## src/verilog/msx_glue_consts.svh

```systemverilog
`ifndef MSX_GLUE_CONSTS_SVH
`define MSX_GLUE_CONSTS_SVH

// APB register offsets
`define MSX_REG_CFG    0
`define MSX_REG_HDMI   4
`define MSX_REG_CMD    8
`define MSX_REG_STATUS 12

// Download index of cassette images
`define MSX_CAS_INDEX 5

// 1080p output and the matching crop
`define MSX_HDMI_W_1080 1920
`define MSX_HDMI_H_1080 1080
`define MSX_CROP_216    216

// Original 4:3 aspect
`define MSX_AR_DEF_X 4
`define MSX_AR_DEF_Y 3

// Disk LED hold time in clock cycles
`define MSX_SD_ACT_HOLD 1000000

`endif

```

## src/verilog/msx_glue_pkg.sv

```systemverilog
`default_nettype none

package msx_glue_pkg;

   // ==================================================
   // APB
   // ==================================================
   typedef struct packed {
      logic [3:0]  paddr;
      logic        psel;
      logic        penable;
      logic        pwrite;
      logic [31:0] pwdata;
   } apb_req_t;

   typedef struct packed {
      logic [31:0] prdata;
      logic        pready;
      logic        pslverr;
   } apb_rsp_t;

   // ==================================================
   // Configuration and status
   // ==================================================
   typedef enum logic [1:0] {
      AR_ORIGINAL = 2'd0,
      AR_FULL     = 2'd1,
      AR_CUSTOM1  = 2'd2,
      AR_CUSTOM2  = 2'd3
   } aspect_t;

   typedef struct packed {
      aspect_t     aspect;
      logic [2:0]  scale;
      logic        tape_from_file;
      logic [11:0] hdmi_width;
      logic [11:0] hdmi_height;
   } glue_cfg_t;

   // Outputs of one SPI master
   typedef struct packed {
      logic sck;
      logic mosi;
      logic ss;
      logic enable;
   } spi_lines_t;

   // Bit 2 vsd_sel, bit 1 sd_act, bit 0 cas_load
   typedef struct packed {
      logic vsd_sel;
      logic sd_act;
      logic cas_load;
   } glue_status_t;

   typedef struct packed {
      logic [1:0]  vga_sl;
      logic        hq2x;
      logic        scandoubler;
      logic [11:0] arx;
      logic [11:0] ary;
      logic [11:0] crop_size;
   } video_ctl_t;

endpackage

`default_nettype wire

```

## src/verilog/msx_glue_regs.sv

```systemverilog
`timescale 1ns/1ps
`default_nettype none

`include "msx_glue_consts.svh"

module msx_glue_regs
   import msx_glue_pkg::*;
(
   input  logic         clock_bus,
   input  logic         rst_n,
   input  apb_req_t     apb_req,
   output apb_rsp_t     apb_rsp,
   output glue_cfg_t    cfg,
   output logic         tape_rewind,
   input  glue_status_t status
);

   logic access;
   logic wr_en;
   logic unmapped;

   assign access = apb_req.psel & apb_req.penable;
   assign wr_en  = access & apb_req.pwrite;

   // ==================================================
   // Register writes on the access-phase edge
   // ==================================================
   always_ff @(posedge clock_bus or negedge rst_n) begin
      if (!rst_n) begin
         cfg         <= '0;
         tape_rewind <= 1'b0;
      end else begin
         // Rewind lasts one cycle only
         tape_rewind <= 1'b0;
         if (wr_en) begin
            case (apb_req.paddr)
               `MSX_REG_CFG: begin
                  cfg.aspect         <= aspect_t'(apb_req.pwdata[1:0]);
                  cfg.scale          <= apb_req.pwdata[4:2];
                  cfg.tape_from_file <= apb_req.pwdata[5];
               end
               `MSX_REG_HDMI: begin
                  cfg.hdmi_width  <= apb_req.pwdata[11:0];
                  cfg.hdmi_height <= apb_req.pwdata[23:12];
               end
               `MSX_REG_CMD: begin
                  tape_rewind <= apb_req.pwdata[0];
               end
               default: begin
               end
            endcase
         end
      end
   end

   // ==================================================
   // Read mux, no wait states
   // ==================================================
   always_comb begin
      unmapped       = 1'b0;
      apb_rsp.prdata = '0;
      case (apb_req.paddr)
         `MSX_REG_CFG:
            apb_rsp.prdata = {26'd0, cfg.tape_from_file, cfg.scale, cfg.aspect};
         `MSX_REG_HDMI:
            apb_rsp.prdata = {8'd0, cfg.hdmi_height, cfg.hdmi_width};
         `MSX_REG_CMD:
            apb_rsp.prdata = '0;
         `MSX_REG_STATUS:
            apb_rsp.prdata = {29'd0, status};
         default:
            unmapped = 1'b1;
      endcase
      apb_rsp.pready  = 1'b1;
      apb_rsp.pslverr = access & unmapped;
   end

endmodule

`default_nettype wire

```

## src/verilog/sd_route.sv

```systemverilog
`timescale 1ns/1ps
`default_nettype none

`include "msx_glue_consts.svh"

module sd_route
   import msx_glue_pkg::*;
#(
   parameter int act_hold = `MSX_SD_ACT_HOLD
) (
   input  logic        clock_bus,
   input  logic        rst_n,
   input  spi_lines_t  ese_spi,
   input  spi_lines_t  megasd_spi,
   input  logic        vsd_mounted,
   input  logic [63:0] vsd_size,
   input  logic        sd_miso,
   input  logic        vsd_miso,
   output logic        sd_sck,
   output logic        sd_mosi,
   output logic        sd_cs,
   output logic        vsd_sck,
   output logic        vsd_mosi,
   output logic        vsd_cs,
   output logic        core_miso,
   output logic        vsd_sel,
   output logic        sd_act,
   output logic [1:0]  led_disk
);

   localparam int cnt_w = $clog2(act_hold + 1);

   logic             bus_sck;
   logic             bus_mosi;
   logic             bus_ss;
   logic             old_mosi;
   logic             old_miso;
   logic [cnt_w-1:0] hold_cnt;

   // ESE master wins when enabled, MegaSD has no chip select
   assign bus_sck  = ese_spi.enable ? ese_spi.sck  : megasd_spi.sck;
   assign bus_mosi = ese_spi.enable ? ese_spi.mosi : megasd_spi.mosi;
   assign bus_ss   = ese_spi.enable ? ese_spi.ss   : 1'b0;

   // Physical card parked while the virtual card is in use
   assign sd_cs     = vsd_sel | bus_ss;
   assign sd_sck    = bus_sck & ~vsd_sel;
   assign sd_mosi   = bus_mosi & ~vsd_sel;
   assign vsd_cs    = ~vsd_sel | bus_ss;
   assign vsd_sck   = bus_sck;
   assign vsd_mosi  = bus_mosi;
   assign core_miso = vsd_sel ? vsd_miso : sd_miso;

   always_ff @(posedge clock_bus or negedge rst_n) begin
      if (!rst_n) begin
         vsd_sel <= 1'b0;
      end else if (vsd_mounted) begin
         vsd_sel <= |vsd_size;
      end
   end

   // ==================================================
   // Activity detector for the disk LED
   // ==================================================
   always_ff @(posedge clock_bus or negedge rst_n) begin
      if (!rst_n) begin
         old_mosi <= 1'b0;
         old_miso <= 1'b0;
         hold_cnt <= cnt_w'(act_hold);
         sd_act   <= 1'b0;
      end else begin
         old_mosi <= bus_mosi;
         old_miso <= core_miso;
         if ((old_mosi ^ bus_mosi) | (old_miso ^ core_miso)) begin
            hold_cnt <= '0;
            sd_act   <= 1'b1;
         end else if (hold_cnt < cnt_w'(act_hold)) begin
            hold_cnt <= hold_cnt + 1'b1;
            sd_act   <= 1'b1;
         end else begin
            sd_act <= 1'b0;
         end
      end
   end

   assign led_disk = {1'b1, ~vsd_sel & sd_act};

endmodule

`default_nettype wire

```

## src/verilog/tape_ctrl.sv

```systemverilog
`timescale 1ns/1ps
`default_nettype none

`include "msx_glue_consts.svh"

module tape_ctrl
   import msx_glue_pkg::*;
(
   input  logic        clock_bus,
   input  logic        rst_n,
   input  glue_cfg_t   cfg,
   input  logic        tape_rewind,
   input  logic        ioctl_download,
   input  logic [15:0] ioctl_index,
   input  logic        motor,
   input  logic        cas_dout,
   input  logic        tape_adc,
   input  logic        tape_adc_act,
   output logic        cas_load,
   output logic        play,
   output logic        rewind,
   output logic        tape_in
);

   logic cas_active;
   logic cas_active_q;

   // Cassette image being downloaded
   assign cas_active = ioctl_download & (ioctl_index[5:0] == 6'(`MSX_CAS_INDEX));

   // ==================================================
   // CAS load flag, set when the download ends
   // ==================================================
   always_ff @(posedge clock_bus or negedge rst_n) begin
      if (!rst_n) begin
         cas_active_q <= 1'b0;
         cas_load     <= 1'b0;
      end else begin
         cas_active_q <= cas_active;
         if (cas_active_q & ~cas_active) begin
            cas_load <= 1'b1;
         end
      end
   end

   // Player runs with the motor relay open
   assign play   = cas_load & ~motor;
   assign rewind = tape_rewind | cas_active | ~rst_n;

   // File player or ADC input
   assign tape_in = cfg.tape_from_file ? cas_dout : (tape_adc & tape_adc_act);

endmodule

`default_nettype wire

```

## src/verilog/video_opts.sv

```systemverilog
`timescale 1ns/1ps
`default_nettype none

`include "msx_glue_consts.svh"

module video_opts
   import msx_glue_pkg::*;
(
   input  logic       clock_bus,
   input  logic       rst_n,
   input  glue_cfg_t  cfg,
   input  logic       forced_scandoubler,
   output video_ctl_t video
);

   logic [1:0]  sl;
   logic        is_original;
   logic [11:0] crop_q;

   // Scanline level is scale minus one
   assign sl          = (cfg.scale != 3'd0) ? 2'(cfg.scale - 3'd1) : 2'd0;
   assign is_original = (cfg.aspect == AR_ORIGINAL);

   // ==================================================
   // 216-line crop for 1080p output
   // ==================================================
   always_ff @(posedge clock_bus or negedge rst_n) begin
      if (!rst_n) begin
         crop_q <= '0;
      end else if ((cfg.hdmi_width == 12'(`MSX_HDMI_W_1080)) &&
                   (cfg.hdmi_height == 12'(`MSX_HDMI_H_1080)) &&
                   !forced_scandoubler && (cfg.scale != 3'd0)) begin
         crop_q <= 12'(`MSX_CROP_216);
      end else begin
         crop_q <= '0;
      end
   end

   always_comb begin
      video.vga_sl      = sl;
      video.hq2x        = (cfg.scale == 3'd1);
      video.scandoubler = (cfg.scale != 3'd0) | forced_scandoubler;
      // Custom aspects pass their index down
      video.arx         = is_original ? 12'(`MSX_AR_DEF_X)
                                      : {10'd0, 2'(cfg.aspect - 2'd1)};
      video.ary         = is_original ? 12'(`MSX_AR_DEF_Y) : 12'd0;
      video.crop_size   = crop_q;
   end

endmodule

`default_nettype wire

```

## src/verilog/msx_glue_top.sv

```systemverilog
`timescale 1ns/1ps
`default_nettype none

`include "msx_glue_consts.svh"

module msx_glue_top
   import msx_glue_pkg::*;
#(
   parameter int act_hold = `MSX_SD_ACT_HOLD
) (
   input  logic        clock_bus,
   input  logic        rst_n,
   input  apb_req_t    apb_req,
   output apb_rsp_t    apb_rsp,
   // SD
   input  spi_lines_t  ese_spi,
   input  spi_lines_t  megasd_spi,
   input  logic        vsd_mounted,
   input  logic [63:0] vsd_size,
   input  logic        sd_miso,
   input  logic        vsd_miso,
   output logic        sd_sck,
   output logic        sd_mosi,
   output logic        sd_cs,
   output logic        vsd_sck,
   output logic        vsd_mosi,
   output logic        vsd_cs,
   output logic        core_miso,
   output logic [1:0]  led_disk,
   // Tape
   input  logic        ioctl_download,
   input  logic [15:0] ioctl_index,
   input  logic        motor,
   input  logic        cas_dout,
   input  logic        tape_adc,
   input  logic        tape_adc_act,
   output logic        play,
   output logic        rewind,
   output logic        tape_in,
   // Video
   input  logic        forced_scandoubler,
   output video_ctl_t  video
);

   glue_cfg_t    cfg;
   glue_status_t status;
   logic         tape_rewind;
   logic         vsd_sel;
   logic         sd_act;
   logic         cas_load;

   // Live status for the STATUS register
   assign status.vsd_sel  = vsd_sel;
   assign status.sd_act   = sd_act;
   assign status.cas_load = cas_load;

   msx_glue_regs u_regs (
      .clock_bus   (clock_bus),
      .rst_n       (rst_n),
      .apb_req     (apb_req),
      .apb_rsp     (apb_rsp),
      .cfg         (cfg),
      .tape_rewind (tape_rewind),
      .status      (status)
   );

   sd_route #(
      .act_hold (act_hold)
   ) u_sd_route (
      .clock_bus   (clock_bus),
      .rst_n       (rst_n),
      .ese_spi     (ese_spi),
      .megasd_spi  (megasd_spi),
      .vsd_mounted (vsd_mounted),
      .vsd_size    (vsd_size),
      .sd_miso     (sd_miso),
      .vsd_miso    (vsd_miso),
      .sd_sck      (sd_sck),
      .sd_mosi     (sd_mosi),
      .sd_cs       (sd_cs),
      .vsd_sck     (vsd_sck),
      .vsd_mosi    (vsd_mosi),
      .vsd_cs      (vsd_cs),
      .core_miso   (core_miso),
      .vsd_sel     (vsd_sel),
      .sd_act      (sd_act),
      .led_disk    (led_disk)
   );

   tape_ctrl u_tape_ctrl (
      .clock_bus      (clock_bus),
      .rst_n          (rst_n),
      .cfg            (cfg),
      .tape_rewind    (tape_rewind),
      .ioctl_download (ioctl_download),
      .ioctl_index    (ioctl_index),
      .motor          (motor),
      .cas_dout       (cas_dout),
      .tape_adc       (tape_adc),
      .tape_adc_act   (tape_adc_act),
      .cas_load       (cas_load),
      .play           (play),
      .rewind         (rewind),
      .tape_in        (tape_in)
   );

   video_opts u_video_opts (
      .clock_bus          (clock_bus),
      .rst_n              (rst_n),
      .cfg                (cfg),
      .forced_scandoubler (forced_scandoubler),
      .video              (video)
   );

endmodule

`default_nettype wire

```

## config.mk

```make
export PLATFORM = sky130hd
export DESIGN_NAME = msx_glue_top
export DESIGN_NICKNAME = d
export VERILOG_FILES = /design/src/verilog/msx_glue_pkg.sv /design/src/verilog/msx_glue_regs.sv /design/src/verilog/sd_route.sv /design/src/verilog/tape_ctrl.sv /design/src/verilog/video_opts.sv /design/src/verilog/msx_glue_top.sv
export VERILOG_INCLUDE_DIRS = /design/src /design/src/verilog
export SDC_FILE = /design/constraint.sdc
export NUM_CORES = 1
export LEC_CHECK = 0
export BUFFER_PORTS_ARGS = -buffer_cell sky130_fd_sc_hd__buf_2
export CELL_PAD_IN_SITES_DETAIL_PLACEMENT = 1
export CELL_PAD_IN_SITES_GLOBAL_PLACEMENT = 2
export CORE_MARGIN = 2
export CORE_UTILIZATION = 25
export CTS_CLUSTER_DIAMETER = 200
export DETAILED_ROUTE_END_ITERATION = 8
export PLACE_DENSITY = 0.95
export SLEW_MARGIN = 20
export SYNTH_ARGS = -nofsm -noshare
export SYNTH_HDL_FRONTEND = slang
export SYNTH_SLANG_ARGS = --single-unit
```

## constraint.sdc

```tcl
create_clock -name clock_bus -period 5.2 [get_ports clock_bus]
set_input_delay 1.04 -clock clock_bus [delete_from_list [all_inputs] [get_ports clock_bus]]
set_output_delay 1.04 -clock clock_bus [all_outputs]
set_load 0.03 [all_outputs]
```

==> results of run 1 <==
==> final cells by class <==
class,count,share of cell area
tap,180,0.04902
sequential,58,0.3178
multi-input combinational,267,0.3785
inverter,5,0.004085
timing repair buffer,168,0.1841
clock buffer,11,0.05501
clock inverter,5,0.01144
==> how the worst min path moves through the flow <==
stage | start | to | slack (ns) | cells past startpoint
2_1_floorplan | u_tape_ctrl.cas_active_q | u_tape_ctrl.cas_load | 0.43 | 1
6_report | u_tape_ctrl.cas_active_q | u_tape_ctrl.cas_load | 0.45 | 1
3_5_place_dp | u_tape_ctrl.cas_active_q | u_tape_ctrl.cas_load | 0.44 | 1
3_3_place_gp | u_tape_ctrl.cas_active_q | u_tape_ctrl.cas_load | 0.43 | 1
4_1_cts | u_tape_ctrl.cas_active_q | u_tape_ctrl.cas_load | 0.45 | 1
5_1_grt | u_tape_ctrl.cas_active_q | u_tape_ctrl.cas_load | 0.47 | 1
==> power groups by stage <==
stage / logic (µW) / registers [µW] / clock network (µW)
5_1_grt: 265 / 526 / 624
6_report: 241 / 519 / 591
3_5_place_dp: 243 / 527 / 0
4_1_cts: 245 / 520 / 604
2_1_floorplan: 181 / 515 / 0
3_3_place_gp: 235 / 524 / 0
==> per-layer routing <==
| layer | track usage | up-vias | wire length [µm] |
|---|---|---|---|
| li1 | - | 1523 | - |
| met1 | 0.1559 | 1520 | 4040 |
| met2 | 0.2503 | 103 | 5354 |
| met3 | 0.02996 | 13 | 598 |
| met4 | 0.04957 | 0 | 149 |
| met5 | 0 | - | 0 |
==> logic make-up (layout without fill, tap and decap cells) <==
group	Yosys count	count (layout)
and+or+nand+nor	143	143
other	2	37
adders and majority gates	1	1
buffers and inverters	59	189
muxes	40	40
AOI/OAI and AO/OA	43	43
xor gates and xnor gates	3	3
DFF	58	58
==> through the flow <==
stage,util,setup WS (ns),total power (µW),hold slack (ns)
CTS,0.3348,1.637,1368,0.4485
floorplan,-,1.824,696.8,0.4254
finish,0.3349,1.681,1351,0.4507
detailed placement,0.3125,1.459,770.2,0.4373
global route,0.3349,1.477,1414,0.4686
global placement,0.3125,1.538,758.9,0.4321
==> critical path, delay by kind of cell <==
family	cells	cell delay (ns)
simple gates	2	0.94
buf+inv	2	0.49
==> registers in the layout (all words and copies together) (netlist names) <==
register and flops:
u_tape_ctrl.cas_active_q 1, u_regs.tape_rewind 1, u_sd_route.old_mosi 1, u_sd_route.hold_cnt 20
u_sd_route.vsd_sel 1, u_regs.cfg 30, u_sd_route.sd_act 1, u_tape_ctrl.cas_load 1
u_video_opts.crop_q 1, u_sd_route.old_miso 1
==> cell usage in the layout, fill, tap and decap left out, types with 7 or more instances in the layout <==
master | netlist | routed
buf_2 | 3 | 166
dfrtp_1 | 51 | 51
conb_1 | 2 | 37
mux2_2 | 32 | 32
and2_1 | 21 | 21
nor2_1 | 20 | 20
nor4_1 | 20 | 20
nand2_1 | 19 | 19
a21oi_1 | 13 | 13
or3_1 | 10 | 10
o21ai_0 | 10 | 10
nand4_1 | 9 | 9
clkbuf_16 | 0 | 9
mux2i_1 | 8 | 8
nand3_1 | 8 | 8
or4_1 | 8 | 8
a31oi_1 | 7 | 7
o31ai_1 | 7 | 7
dfstp_2 | 7 | 7
==> results.md, run 1 <==
* Internal power at a little under 1000 µW
* Slew headroom at 0.4771
* Syn. warnings at 0
* Layout Cells excl Fill at just under 700
* # DRC at 0
* Slew Limit Fails at 0
* Rows at 43
* Hold Violations, Final at 0
* Finished Cell Area at 4594 µm²
* Largest net degree at the start of global routing at between 50 and 60
* Critical Path, Cell by Cell: buf_2, nor4b_4, and2_1, buf_2
* Worst R2R End: u_sd_route.hold_cnt[16]
* GP Congestion at 0.8398
* Setup total negative slack at 0 ns
* WP data required at approximately 4.2 ns
* Worst Path Class, Setup: in -> out
* Final WL at roughly 10000 µm
* CTS hold repair buffers at 0
* Tightest Pin Transition at 0.7810 ns
* Die Y at 122.0 µm
* Gate power share at 0.179
* Ys async rst share at 1.000
* Clock skew at 0.006669 ns
* Die area at 14890 µm²
* Synth Cell Area at ~3500 µm²
* Commonest cells post-synth: dfrtp_1, buf_4, mux2_2
* Initial core utilization at 0.2539
* Placed cell area at 4288 µm²
* Sequential cell fraction of total power at 0.384
* Final Setup Violations at 0
* Dominant cells by area after synthesis: dfrtp_1, mux2_2, buf_4
* Pre-Repair DR Iteration Count at 4
* Switching share of power at 0.2797
* Max Freq at ~0.28 GHz
* Slowest CP cell: nor4b_4
* Nets@finish at 648
* CTS buffer count at 9
* Vias at 3159
* Layout cell share with drive strength beyond 1 at 0.4455
* Critical Path Source: apb_req[37]
* Post-synth EDFFs at 0
* Post-Synth Simple-Gate Area at 0.2439
* H-tree depth at 3
* Avg WL per Cell at 14.61 µm
* Mux share of post-synthesis cell area at 0.1264
* Post-synthesis sequential area ratio at 0.4192
* RSZ-0062 raised after global routing: no
* End of the critical path: apb_rsp[9]
* Die Wd at 122.0 µm
* Crit path capture type: output pin
* Post-synth top flop: dfrtp_1
* Worst hold path class: reg -> reg
* Unique masters post-synth at between 40 and 50
* Seq. cell area at between 1000 and 1500 µm²
* Cells resized by post-CTS repair at 0
* Largest family of logic cells by synthesized area: simple AND/OR/NAND/NOR gates
* Total grt overflow at 0
* Clock power frac at 0.437
* R2R setup slack at 3.01 ns
* Peak VDD IR at 0.1498 mV
* Iter 0 DRT Violations at 106
* Pwr/cell area at approximately 300 nW/µm²
* Psw at ~380 µW
* Outcome: completed
* # clock sinks at 58
* # fillers at approximately 1700
* Most numerous cell in the Yosys netlist: dfrtp_1
* Clock network latency to the later pin of the worst-skew pair at 0.32 ns
* Final period utilization at 0.6768
* Clock buffer depth at 2
* Area of the multi-input gates at 1739 µm²
* Port Buf Inserts at ~170
* CP max stage delay at 0.71 ns
* Crit Path Max Fanout at 19
* Synth top area share at 0.3664
* Initial antenna violation count at 0
* Worst Path Arrival at between 2 and 2.5 ns
* Syn-to-layout area delta at 31.90%
* Diodes inserted at 0
* Worst-case reg-to-reg path depth at 4
* XOR/XNOR share of the synthesized area at 0.007543
* ANT nets after route at 0
* CTS tree: yes
* GR Util All Layers at 0.1370
* Core Region at 13720 µm²
* R2r startpoint: u_sd_route.hold_cnt[6]
* Most Frequent Cell on Critical Path: buf_2
* Max-Cap Viols at 0
* Clock slew at reported path FFs at 0.05 ns
* Final HPWL DP at 7963 µm
* # IOs at 224
* Avg Cell Area, Syn at 9.981 µm²
* Root Driver: clkbuf_16
* Fin crit period at 3.519 ns
* First-pass GRT wire length at 16140 µm
* Complex-gate fraction of the synthesized area at 0.07759
* Static leakage at approximately 0.0022 µW
* Placed cells at 678
* Setup crit start kind: input port
* Vias in the first global route at 3291
* Post-Syn Instances at 349
* Synth Area in Adders at 0.003592
* Post-CTS Setup Bufs at 0
* Area leader, netlist: dfrtp_1
* Routed vias/inst at 4.552
* Yosys reg bits at 58
No activity file was read; power rests on OpenSTA's default activity.
==> run 2: changes to the inputs <==
CORE_UTILIZATION = 23   (was 25)
PLACE_DENSITY = 0.91   (was 0.95)
clock period = 3.6 ns   (was 5.2 ns; I/O delays follow)
==> run 2 against run 1 <==
  * Die area grew 8.4%
  * First-iteration DRC count shrank 30%
  * Clock skew shrank 0.0011 ns
  * Non-clock buffer count grew 1
  * Final area is essentially flat
  * Wire length is essentially flat
  * Combinational power grew 45%
  * Sequential share of layout area is essentially flat
  * Global-route usage shrank 1.3 points
  * Setup slack lost 1.0 ns
  * Utilization shrank 2.1 points
==> results.md, run 2 (same netlist as run 1, synthesis figures left out) <==
* RSZ-0062 raised after global routing: no (unchanged)
* Rows at 44 (was 43)
* Iter 0 DRT Violations at 74 (was 106)
* Cells resized by post-CTS repair at 0 (unchanged)
* Critical Path Source: apb_req[37] (unchanged)
* Worst hold path class: reg -> reg (unchanged)
* CTS buffer count at 9 (unchanged)
* R2R setup slack at 1.47 ns (was 3.01 ns)
* Final WL at 10130 µm (was 10140 µm)
* Die Wd at 127.1 µm (was 122.0 µm)
* Max-Cap Viols at 0 (unchanged)
* Crit path capture type: output pin (unchanged)
* Psw at 555.4 µW (was 377.9 µW)
* Peak VDD IR at 0.1953 mV (was 0.1498 mV)
* Switching share of power at 0.2887 (was 0.2797)
* Hold EP: u_tape_ctrl.cas_load (unchanged)
* Core Region at 14640 µm² (was 13720 µm²)
* Fin crit period at 2.928 ns
* Outcome: completed (unchanged)
* Final Setup Violations at 0 (unchanged)
* H-tree depth at 3 (unchanged)
* Total grt overflow at 0 (unchanged)
* Die area at 16150 µm² (was 14890 µm²)
* Slew headroom at 0.4420 (was 0.4771)
* Clock skew at 0.005545 ns (was 0.006669 ns)
* Initial antenna violation count at 0 (unchanged)
* WHS Path Cells at 1 (unchanged)
* Worst slack, placed at 0.6629 ns (was 1.459 ns)
* Pwr/cell area at 418.6 nW/µm² (was 294.0 nW/µm²)
* R2r startpoint: u_sd_route.hold_cnt[6] (unchanged)
* Tightest Pin Transition at 0.8334 ns (was 0.7810 ns)
* # clock sinks at 58 (unchanged)
* Sequential cell fraction of total power at 0.391 (was 0.384)
* Post-CTS Setup Bufs at 0 (unchanged)
* First-pass GRT wire length at 16190 µm (was 16140 µm)
* Die Y at 127.1 µm (was 122.0 µm)
* # IOs at 224 (unchanged)
* Most frequent cells in the layout: buf_2, dfrtp_1, conb_1, mux2_2, and2_1 (unchanged)
* Routed vias/inst at 4.498 (was 4.552)
* CTS tree: yes (unchanged)
* Setup crit start kind: input port (unchanged)
* Clock slew at reported path FFs at 0.05 ns (about the same)
* Clock network latency to the later pin of the worst-skew pair at 0.32 ns (about the same)
* Syn-to-layout area delta at 31.93% (was 31.90%)
* Avg WL per Cell at 14.49 µm (was 14.61 µm)
* Largest regs: u_regs.cfg x30, u_sd_route.hold_cnt x20 (unchanged)
* Crit Path Max Fanout at 19 (unchanged)
* Final HPWL DP at 8018 µm (was 7963 µm)
* Worst Path Arrival at 2.21 ns (was 2.48 ns)
* Worst-case reg-to-reg path depth at 4 (unchanged)
* Final worst slack at 0.6716 ns (was 1.681 ns)
* Diodes inserted at 0 (unchanged)
* Nets@finish at 649 (was 648)
* Most common cell after layout, fill and taps aside: buf_2 (unchanged)
* ANT nets after route at 0 (unchanged)
* Worst Path Class, Setup: in -> out (unchanged)
* Clock buffer depth at 2 (unchanged)
* Internal power at 1369 µW (was 973.0 µW)
* Pre-Repair DR Iteration Count at 4 (unchanged)
* Vias at 3144 (was 3159)
* Biggest register: u_regs.cfg (unchanged)
* GP Congestion at 0.8108 (was 0.8398)
* Hold Crit Start: u_tape_ctrl.cas_active_q (unchanged)
* WP data required at 2.88 ns (was 4.16 ns)
* # DRC at 0 (unchanged)
* Static leakage at 0.002215 µW (was 0.002227 µW)
* Slew Limit Fails at 0 (unchanged)
* CTS hold repair buffers at 0 (unchanged)
* Clock power frac at 0.428 (was 0.437)
* Layout cell share with drive strength beyond 1 at 0.4447 (was 0.4455)
* Setup total negative slack at 0 ns (unchanged)
* Final period utilization at 0.8134
* Worst R2R End: u_sd_route.hold_cnt[18] (was u_sd_route.hold_cnt[16])
* Gate power share at 0.181 (was 0.179)
* Port Buf Inserts at 166 (unchanged)
* GR Util All Layers at 0.1245 (was 0.1370)
* Vias in the first global route at 3211 (was 3291)
* Max Freq at 0.3415 GHz
* Largest net degree at the start of global routing at 59 (unchanged)
* Hold Violations, Final at 0 (unchanged)
* Root Driver: clkbuf_16 (unchanged)
* Max FFs per register at 30 (unchanged)
* Initial core utilization at 0.2379 (was 0.2539)
-- run 2: cell types whose count changed in the layout (fill, tap and decap cells not counted) --
cell        previous run  this run
clkbuf_8               2         0
clkinv_2               3         2
clkinvlp_4             1         4
and4_1                 3         4
buf_4                  2         3
and4_2                 1         0
-- run 2: critical path, stage by stage --
cell and delay (ns):
buf_2 0.29, nor4b_4 0.75, and2_1 0.24, buf_2 0.20
-- run 2: worst max-delay path by stage --
stage / depth (start not counted) / endpoint / slack [ns]
CTS: 4 / apb_rsp[15] / 0.66
global placement: 4 / apb_rsp[9] / 0.73
floorplan: 5 / apb_rsp[2] / 0.86
global route: 4 / apb_rsp[15] / 0.58
detailed placement: 4 / apb_rsp[15] / 0.66
finish: 4 / apb_rsp[15] / 0.67
-- run 2: layer usage --
layer	part of all wire	track usage
met3	0.058	0.03224
met5	0	0
met4	0.015	0.03361
met2	0.51	0.2255
met1	0.42	0.1458
-- run 2: cell type report --
cell class                      instances  area, µm²
Fill cell                            1751      10050
Multi-Input combinational cell        267       1738
Sequential cell                        58       1460
Timing Repair Buffer                  169      853.3
Tap cell                              184      230.2
Clock buffer                            9      225.2
Clock inverter                          7      70.07
Inverter                                5      18.77
-- run 2: power by group through the flow --
stage	Sequential [µW]	Clock (µW)	Combinational, µW
floorplan	744	0	262
global placement	759	0	341
detailed placement	764	0	351
CTS	753	847	353
global route	760	879	378
finish	752	822	349
-- run 2: per-stage QoR --
step	total power, µW	hold WS [ns]	util	cells	area [µm²]
floorplan	1007	0.4244	-	384	3615
global placement	1100	0.4327	0.2937	683	4300
detailed placement	1114	0.4386	0.2937	683	4300
CTS	1953	0.4553	0.3138	699	4596
global route	2017	0.4710	0.3138	699	4596
finish	1924	0.4522	0.3138	699	4596
